==> config.mk <==
export PLATFORM = sky130hd
export DESIGN_NAME = spi_peripheral_top
export DESIGN_NICKNAME = d
export VERILOG_FILES = /design/src/rtl/spi_pkg.sv /design/src/rtl/spi_byte_shifter.sv /design/src/rtl/spi_transaction_framer.sv /design/src/rtl/spi_subperipheral_selector.sv /design/src/rtl/spi_checksum_unit.sv /design/src/rtl/spi_scratch_fifo.sv /design/src/rtl/spi_peripheral_top.sv
export SDC_FILE = /design/constraint.sdc
export NUM_CORES = 1
export LEC_CHECK = 0
export BUFFER_PORTS_ARGS = -buffer_cell sky130_fd_sc_hd__buf_2
export CORE_MARGIN = 8
export CORE_UTILIZATION = 35
export CTS_CLUSTER_SIZE = 30
export DETAILED_ROUTE_END_ITERATION = 8
export PLACE_DENSITY = 0.52
export SLEW_MARGIN = 20
export SYNTH_ARGS = -nofsm -noshare
export SYNTH_HDL_FRONTEND = slang
export SYNTH_HIERARCHICAL = 1
export SYNTH_SLANG_ARGS = --single-unit
==> constraint.sdc <==
create_clock -name clk -period 9.4 [get_ports clk]
set_input_delay 1.41 -clock clk [delete_from_list [all_inputs] [get_ports clk]]
set_output_delay 1.41 -clock clk [all_outputs]
set_load 0.005 [all_outputs]
==> src/rtl/spi_pkg.sv <==
// shared SPI peripheral types: sub-peripheral addresses, framer states, byte strobe, FIFO sizing

package spi_pkg;

    // ####################
    // sub-peripheral map

    // first byte of every chip select window
    typedef enum logic [7:0] {
        ADDR_CHECKSUM = 8'hA0,
        ADDR_FIFO     = 8'hB5
    } sub_addr_e;

    // ####################
    // framer

    typedef enum logic [1:0] {
        FR_IDLE,
        FR_ADDRESS,
        FR_DATA
    } framer_state_e;

    // one byte with a single-cycle valid, no back-pressure
    typedef struct packed {
        logic       valid;
        logic [7:0] data;
    } byte_strobe_t;

    // ####################
    // scratch FIFO

    localparam int FIFO_DEPTH = 4;

    // pointers wrap naturally, depth must stay a power of two
    localparam int FIFO_PTR_W = $clog2(FIFO_DEPTH);

    localparam logic [FIFO_PTR_W:0] FIFO_FULL_COUNT = (FIFO_PTR_W + 1)'(FIFO_DEPTH);

    // answer for a pop from an empty FIFO
    localparam logic [7:0] FIFO_EMPTY_REPLY = 8'h00;

endpackage

==> src/rtl/spi_byte_shifter.sv <==
// SPI mode 0 byte shifter: pin synchronizers, sclk edge detect, receive and transmit shift registers
`timescale 1ns/1ps

module spi_byte_shifter (
    input  logic                  clk,
    input  logic                  rst_n,
    input  logic                  sclk,
    input  logic                  cs_n,
    input  logic                  copi,
    input  spi_pkg::byte_strobe_t tx_byte,
    output logic                  cipo,
    output spi_pkg::byte_strobe_t rx_byte,
    output logic                  cs_active
);

    logic [1:0] sclk_sync;
    logic [1:0] cs_n_sync;
    logic [1:0] copi_sync;
    logic       sclk_prev;
    logic       sclk_rise;
    logic       sclk_fall;
    logic [2:0] bit_cnt;
    logic [7:0] rx_shift;
    logic [7:0] rx_data;
    logic       rx_valid;
    logic [7:0] tx_shift;
    logic [7:0] tx_hold;
    logic       tx_pending;

    // ####################
    // pin synchronizers

    // cs_n idles high so its flops reset to one
    always_ff @(posedge clk or negedge rst_n) begin
        if (!rst_n) begin
            sclk_sync <= 2'b00;
            cs_n_sync <= 2'b11;
            copi_sync <= 2'b00;
            sclk_prev <= 1'b0;
        end else begin
            sclk_sync <= {sclk_sync[0], sclk};
            cs_n_sync <= {cs_n_sync[0], cs_n};
            copi_sync <= {copi_sync[0], copi};
            sclk_prev <= sclk_sync[1];
        end
    end

    assign cs_active = ~cs_n_sync[1];

    // edges only count inside a chip select window
    assign sclk_rise = cs_active & sclk_sync[1] & ~sclk_prev;
    assign sclk_fall = cs_active & ~sclk_sync[1] & sclk_prev;

    // ####################
    // receive side

    always_ff @(posedge clk or negedge rst_n) begin
        if (!rst_n) begin
            bit_cnt  <= 3'd0;
            rx_valid <= 1'b0;
        end else begin
            rx_valid <= 1'b0;
            if (!cs_active) begin
                bit_cnt <= 3'd0;
            end else if (sclk_rise) begin
                bit_cnt  <= bit_cnt + 3'd1;
                rx_valid <= (bit_cnt == 3'd7);
            end
        end
    end

    // MSB first, eighth bit completes the byte
    always_ff @(posedge clk) begin
        if (sclk_rise) begin
            rx_shift <= {rx_shift[6:0], copi_sync[1]};
            if (bit_cnt == 3'd7) begin
                rx_data <= {rx_shift[6:0], copi_sync[1]};
            end
        end
    end

    assign rx_byte = '{valid: rx_valid, data: rx_data};

    // ####################
    // transmit side

    always_ff @(posedge clk) begin
        if (tx_byte.valid) begin
            tx_hold <= tx_byte.data;
        end
    end

    // falling edge with bit_cnt at zero is the start of the next byte
    always_ff @(posedge clk or negedge rst_n) begin
        if (!rst_n) begin
            tx_shift   <= 8'h00;
            tx_pending <= 1'b0;
        end else if (!cs_active) begin
            tx_shift   <= 8'h00;
            tx_pending <= 1'b0;
        end else begin
            if (tx_byte.valid) begin
                tx_pending <= 1'b1;
            end
            if (sclk_fall) begin
                if (bit_cnt == 3'd0) begin
                    tx_shift   <= tx_pending ? tx_hold : 8'h00;
                    tx_pending <= 1'b0;
                end else begin
                    tx_shift <= {tx_shift[6:0], 1'b0};
                end
            end
        end
    end

    assign cipo = tx_shift[7];

endmodule

==> src/rtl/spi_transaction_framer.sv <==
// transaction framer: splits a chip select window into an address byte and data bytes
`timescale 1ns/1ps

module spi_transaction_framer (
    input  logic                  clk,
    input  logic                  rst_n,
    input  logic                  cs_active,
    input  spi_pkg::byte_strobe_t rx_byte,
    output logic [7:0]            address_in,
    output logic                  address_valid,
    output spi_pkg::byte_strobe_t data_byte
);

    spi_pkg::framer_state_e state;

    logic       data_valid;
    logic [7:0] data_q;

    // ####################
    // window FSM

    always_ff @(posedge clk or negedge rst_n) begin
        if (!rst_n) begin
            state         <= spi_pkg::FR_IDLE;
            address_valid <= 1'b0;
            data_valid    <= 1'b0;
        end else begin
            data_valid <= 1'b0;
            if (!cs_active) begin
                // window closed, drop the selection
                state         <= spi_pkg::FR_IDLE;
                address_valid <= 1'b0;
            end else begin
                case (state)
                    spi_pkg::FR_IDLE: begin
                        state <= spi_pkg::FR_ADDRESS;
                    end
                    spi_pkg::FR_ADDRESS: begin
                        if (rx_byte.valid) begin
                            address_valid <= 1'b1;
                            state         <= spi_pkg::FR_DATA;
                        end
                    end
                    spi_pkg::FR_DATA: begin
                        data_valid <= rx_byte.valid;
                    end
                    default: begin
                        state <= spi_pkg::FR_IDLE;
                    end
                endcase
            end
        end
    end

    // payload capture
    always_ff @(posedge clk) begin
        if (rx_byte.valid && state == spi_pkg::FR_ADDRESS) begin
            address_in <= rx_byte.data;
        end
        if (rx_byte.valid) begin
            data_q <= rx_byte.data;
        end
    end

    assign data_byte = '{valid: data_valid, data: data_q};

endmodule

==> src/rtl/spi_subperipheral_selector.sv <==
// sub-peripheral selector: address decode, write routing and reply return path
`timescale 1ns/1ps

module spi_subperipheral_selector (
    input  logic [7:0]            address_in,
    input  logic                  address_valid,

    // framer side and shifter side
    input  spi_pkg::byte_strobe_t peripheral_data_in,
    output spi_pkg::byte_strobe_t peripheral_data_out,

    // checksum unit
    output logic                  checksum_enable,
    output spi_pkg::byte_strobe_t checksum_wr,
    input  spi_pkg::byte_strobe_t checksum_reply,

    // scratch FIFO
    output logic                  fifo_enable,
    output spi_pkg::byte_strobe_t fifo_wr,
    input  spi_pkg::byte_strobe_t fifo_reply
);

    always_comb begin
        // nothing selected unless a known address is held
        peripheral_data_out = '0;

        checksum_enable = 1'b0;
        checksum_wr     = '0;

        fifo_enable = 1'b0;
        fifo_wr     = '0;

        if (address_valid) begin
            case (spi_pkg::sub_addr_e'(address_in))
                spi_pkg::ADDR_CHECKSUM: begin
                    peripheral_data_out = checksum_reply;

                    checksum_enable = 1'b1;
                    checksum_wr     = peripheral_data_in;
                end

                spi_pkg::ADDR_FIFO: begin
                    peripheral_data_out = fifo_reply;

                    fifo_enable = 1'b1;
                    fifo_wr     = peripheral_data_in;
                end

                default: begin
                    // unknown address, data bytes fall on the floor
                    peripheral_data_out = '0;
                end
            endcase
        end
    end

endmodule

==> src/rtl/spi_checksum_unit.sv <==
// checksum sub-peripheral: running modulo-256 sum of written bytes
`timescale 1ns/1ps

module spi_checksum_unit (
    input  logic                  clk,
    input  logic                  rst_n,
    input  logic                  enable,
    input  spi_pkg::byte_strobe_t wr,
    output spi_pkg::byte_strobe_t reply
);

    logic [7:0] sum;
    logic [7:0] next_sum;
    logic       enable_prev;

    // carry out is dropped, which gives the modulo 256
    assign next_sum = sum + wr.data;

    always_ff @(posedge clk or negedge rst_n) begin
        if (!rst_n) begin
            sum         <= 8'h00;
            enable_prev <= 1'b0;
            reply       <= '0;
        end else begin
            enable_prev <= enable;
            reply.valid <= 1'b0;
            if (enable && !enable_prev) begin
                // new selection restarts the sum
                sum <= 8'h00;
            end else if (enable && wr.valid) begin
                sum   <= next_sum;
                reply <= '{valid: 1'b1, data: next_sum};
            end
        end
    end

endmodule

==> src/rtl/spi_scratch_fifo.sv <==
// scratch FIFO sub-peripheral: four byte entries, pop for the reply then push the write
`timescale 1ns/1ps

module spi_scratch_fifo (
    input  logic                  clk,
    input  logic                  rst_n,
    input  spi_pkg::byte_strobe_t wr,
    output spi_pkg::byte_strobe_t reply
);

    logic [7:0]                     mem [spi_pkg::FIFO_DEPTH];
    logic [spi_pkg::FIFO_PTR_W-1:0] rd_ptr;
    logic [spi_pkg::FIFO_PTR_W-1:0] wr_ptr;
    logic [spi_pkg::FIFO_PTR_W:0]   count;
    logic                           empty;
    logic                           full;
    logic                           do_pop;
    logic                           do_push;
    logic                           reply_valid;
    logic [7:0]                     reply_data;

    assign empty = (count == '0);
    assign full  = (count == spi_pkg::FIFO_FULL_COUNT);

    // full is judged before the pop, so a write into a full FIFO is lost
    assign do_pop  = wr.valid & ~empty;
    assign do_push = wr.valid & ~full;

    // ####################
    // pointers and fill level

    always_ff @(posedge clk or negedge rst_n) begin
        if (!rst_n) begin
            rd_ptr      <= '0;
            wr_ptr      <= '0;
            count       <= '0;
            reply_valid <= 1'b0;
        end else begin
            reply_valid <= wr.valid;
            if (do_pop) begin
                rd_ptr <= rd_ptr + 1'b1;
            end
            if (do_push) begin
                wr_ptr <= wr_ptr + 1'b1;
            end
            case ({do_push, do_pop})
                2'b10:   count <= count + 1'b1;
                2'b01:   count <= count - 1'b1;
                default: count <= count;
            endcase
        end
    end

    // ####################
    // storage and reply data

    always_ff @(posedge clk) begin
        if (do_push) begin
            mem[wr_ptr] <= wr.data;
        end
        if (wr.valid) begin
            reply_data <= empty ? spi_pkg::FIFO_EMPTY_REPLY : mem[rd_ptr];
        end
    end

    assign reply = '{valid: reply_valid, data: reply_data};

endmodule

==> src/rtl/spi_peripheral_top.sv <==
// SPI peripheral top: shifter, framer, selector, checksum unit and scratch FIFO
`timescale 1ns/1ps

module spi_peripheral_top (
    input  logic clk,
    input  logic rst_n,
    input  logic sclk,
    input  logic cs_n,
    input  logic copi,
    output logic cipo
);

    spi_pkg::byte_strobe_t rx_byte;
    spi_pkg::byte_strobe_t data_byte;
    spi_pkg::byte_strobe_t tx_byte;
    spi_pkg::byte_strobe_t checksum_wr;
    spi_pkg::byte_strobe_t checksum_reply;
    spi_pkg::byte_strobe_t fifo_wr;
    spi_pkg::byte_strobe_t fifo_reply;

    logic       cs_active;
    logic [7:0] address_in;
    logic       address_valid;
    logic       checksum_enable;

    // ####################
    // pin side

    spi_byte_shifter u_spi_byte_shifter (
        .clk       (clk),
        .rst_n     (rst_n),
        .sclk      (sclk),
        .cs_n      (cs_n),
        .copi      (copi),
        .tx_byte   (tx_byte),
        .cipo      (cipo),
        .rx_byte   (rx_byte),
        .cs_active (cs_active)
    );

    spi_transaction_framer u_spi_transaction_framer (
        .clk           (clk),
        .rst_n         (rst_n),
        .cs_active     (cs_active),
        .rx_byte       (rx_byte),
        .address_in    (address_in),
        .address_valid (address_valid),
        .data_byte     (data_byte)
    );

    // ####################
    // sub-peripherals

    // FIFO keeps its contents across selections, so its enable stays open
    spi_subperipheral_selector u_spi_subperipheral_selector (
        .address_in          (address_in),
        .address_valid       (address_valid),
        .peripheral_data_in  (data_byte),
        .peripheral_data_out (tx_byte),
        .checksum_enable     (checksum_enable),
        .checksum_wr         (checksum_wr),
        .checksum_reply      (checksum_reply),
        .fifo_enable         (),
        .fifo_wr             (fifo_wr),
        .fifo_reply          (fifo_reply)
    );

    spi_checksum_unit u_spi_checksum_unit (
        .clk    (clk),
        .rst_n  (rst_n),
        .enable (checksum_enable),
        .wr     (checksum_wr),
        .reply  (checksum_reply)
    );

    spi_scratch_fifo u_spi_scratch_fifo (
        .clk   (clk),
        .rst_n (rst_n),
        .wr    (fifo_wr),
        .reply (fifo_reply)
    );

endmodule

==> flow_metrics.env <==
export IMPL_outcome="finished, final reports clean"
export IMPL_h_tree_depth=4
export IMPL_power_leakage_nw=2.22
export IMPL_slew_headroom_pct=46.0
export IMPL_worstSetupPathType="reg -> reg"
export IMPL_postCtsSetupRepairBufs=0
export IMPL_max_cap_viol_count=0
export IMPL_wl_per_cell_um=16.2
export IMPL_holdCritStartpoint="u_spi_byte_shifter/copi_sync[0]"
export IMPL_insertion_delay_ns=0.41
export IMPL_vias_per_cell=4.89
export IMPL_r2r_end="u_spi_checksum_unit/reply[7]"
export IMPL_setup_viol=0
export IMPL_netlist_instances=379
export IMPL_grt_max_degree=51
export IMPL_grt_first_pass_wirelength_um=16600
export IMPL_max_clock_freq_mhz=316
export IMPL_drive_gt1_share_pct=17.4
export IMPL_finalSetupTns_ns=0
export IMPL_core_mm2=0.0157
export IMPL_cts_resized=0
export IMPL_arrival_ns=3.46
export IMPL_boundaryPins=6
export IMPL_r2r_start="u_spi_transaction_framer/address_in[4]"
export IMPL_drt_total_wl_um=9900
export IMPL_worst_path_max_delay_cell="edfxtp_1"
export IMPL_die_y_um=142
export IMPL_grt_usage_pct=11.0
export IMPL_fin_crit_sh_pct=33.6
export IMPL_crit_path_max_incr_delay_ns=0.63
export IMPL_holdWs_ns=0.350
export IMPL_skew_ns=0.00787
export IMPL_cts_buffer_depth=2
export IMPL_critPathCaptureType="flip-flop"
export IMPL_hpwl_um=6670
export IMPL_antenna_found_initial=0
export IMPL_initialDrtViolationCount=179
export IMPL_worst_pin_slew_ns=0.807
export IMPL_insertedDiodeCount=0
export IMPL_final_hold_violation_count=0
export IMPL_placementRows=46
export IMPL_grt_pass1_vias=3090
export IMPL_start_util_pct=35.4
export IMPL_netlist_area_mm2=0.00554
export IMPL_cp_required_ns=9.70
export IMPL_final_core_util_pct=40.4
export IMPL_die_area_mm2=0.0201
export IMPL_worstHoldPathCells=0
export IMPL_totalPowerFinal_mw=1.29
export IMPL_power_density_mw_per_mm2=204
export IMPL_r2r_cells=8
export IMPL_fin_area_mm2=0.00633
export IMPL_tritoncts="yes"
export IMPL_firstDrtPassIters=4
export IMPL_drc=0
export IMPL_synth_nets=401
export IMPL_place_area_mm2=0.00572
export IMPL_grt_setup_unrepaired="no"
export IMPL_clk_pin_slew_worst_paths_ns=0.06
export IMPL_cp_cell_sequence="or3_1 > nor4_1 > ha_1 > a211oi_1 > nor2_1 > a41oi_1 > xnor2_1 > mux2_2"
export IMPL_ff2ff_setup_slack_ns=6.24
export IMPL_root_buffer="clkbuf_16"
export IMPL_start_kind="flip-flop"
export IMPL_period_minus_slack_ns=3.16
export IMPL_vdd_drop_max_uv=107
export IMPL_cts_made_buffers=17
export IMPL_ant_nets=0
export IMPL_hold_class="reg -> reg"
export IMPL_clock_sinks=129
export IMPL_hold_end="u_spi_byte_shifter/copi_sync[1]"
export IMPL_drv_slew=0
export IMPL_cts_hold_fix_buffers=0
export IMPL_critPathMaxFanout=20
export IMPL_syn_to_final_growth_pct=14.3
export IMPL_syn_area_per_cell_um2=14.6
export IMPL_synth_warnings=6
export IMPL_port_buffer_count=5
export IMPL_nets=406
export IMPL_dieWidth_um=142
export IMPL_grt_overflow=0
export IMPL_gp_congestion=0.749
export IMPL_dr_total_vias=2998
-- metal layers --
| layer | wire length [µm] | vias up | track usage, % |
|---|---|---|---|
| met5 | 0 | - | 0 |
| met4 | 184 | 0 | 5.71 |
| met3 | 322 | 17 | 4.03 |
| met2 | 4650 | 47 | 16.8 |
| met1 | 4740 | 1497 | 13.5 |
| li1 | - | 1437 | - |
-- layout make-up --
type	instances	area (µm²)
fill	1461	9330
sequential	129	3630
multi-input combinational	203	1680
clock buffer	17	425
tap	216	270
clock inverter	15	183
inverter	24	90.1
timing repair buffer	9	55.1
-- worst max path at each step --
stage / from / endpoint / slack, ns
floorplan: u_spi_transaction_framer/address_in[2] / u_spi_scratch_fifo/count[2] / 6.11
detailed placement: u_spi_transaction_framer/address_in[4] / u_spi_checksum_unit/reply[7] / 6.27
global placement: u_spi_transaction_framer/address_in[0] / u_spi_checksum_unit/reply[7] / 6.41
global route: u_spi_transaction_framer/address_in[4] / u_spi_checksum_unit/reply[7] / 5.98
finish: u_spi_transaction_framer/address_in[4] / u_spi_checksum_unit/reply[7] / 6.24
CTS: u_spi_transaction_framer/address_in[4] / u_spi_checksum_unit/reply[7] / 6.24
-- through the flow --
| stage | std cells | setup slack [ns] |
|---|---|---|
| floorplan | 379 | 6.11 |
| global placement | 581 | 6.41 |
| detailed placement | 581 | 6.27 |
| CTS | 613 | 6.24 |
| global route | 613 | 5.98 |
| finish | 613 | 6.24 |
-- worst max-delay path: cells and delay by family, from the launching register on --
family / cells / cell delay (ns)
fa+ha+maj: 1 / 0.33
compound gates: 2 / 0.59
flops: 1 / 0.63
simple gates: 3 / 1.11
mux: 1 / 0.27
xor+xnor: 1 / 0.12
-- registers in the layout, summed over array words and instances, names as in the netlist, 2 cells and up --
| name | count |
|---|---|
| u_spi_byte_shifter/tx_hold | 8 |
| u_spi_scratch_fifo/count | 3 |
| u_spi_scratch_fifo/wr_ptr | 2 |
| u_spi_byte_shifter/copi_sync | 2 |
| u_spi_scratch_fifo/mem | 32 |
| u_spi_checksum_unit/reply | 9 |
| u_spi_byte_shifter/cs_n_sync | 2 |
| u_spi_byte_shifter/bit_cnt | 3 |
| u_spi_transaction_framer/address_in | 8 |
| u_spi_byte_shifter/rx_data | 8 |
| u_spi_checksum_unit/sum | 8 |
| u_spi_byte_shifter/tx_shift | 8 |
| u_spi_byte_shifter/rx_shift | 7 |
| u_spi_scratch_fifo/rd_ptr | 2 |
| u_spi_scratch_fifo/reply_data | 8 |
| u_spi_transaction_framer/state | 2 |
| u_spi_byte_shifter/sclk_sync | 2 |
| u_spi_transaction_framer/data_q | 8 |
-- cell usage in the layout, fill, tap and decap left out, types with 5 or more instances in the layout --
| cell type | n |
|---|---|
| buf_2 | 5 |
| clkbuf_16 | 17 |
| or4b_1 | 9 |
| nand3_1 | 9 |
| inv_1 | 22 |
| a31oi_1 | 7 |
| nand2_1 | 13 |
| ha_1 | 15 |
| o21ai_0 | 12 |
| and2_1 | 14 |
| dfrtp_1 | 48 |
| a21o_1 | 7 |
| nor4_1 | 17 |
| a211oi_2 | 9 |
| a21oi_1 | 5 |
| mux4_1 | 5 |
| xnor2_1 | 6 |
| nand4_1 | 10 |
| edfxtp_1 | 79 |
| nor2_1 | 8 |
| nand2b_1 | 5 |
-- where the power goes --
group | switching (mW) | internal, mW | total (mW)
logic | 0.0113 | 0.00445 | 0.0157
registers | 0.00276 | 0.603 | 0.606
clock network | 0.249 | 0.419 | 0.668
total | 0.263 | 1.03 | 1.29
(Power assumes the default switching activity.)
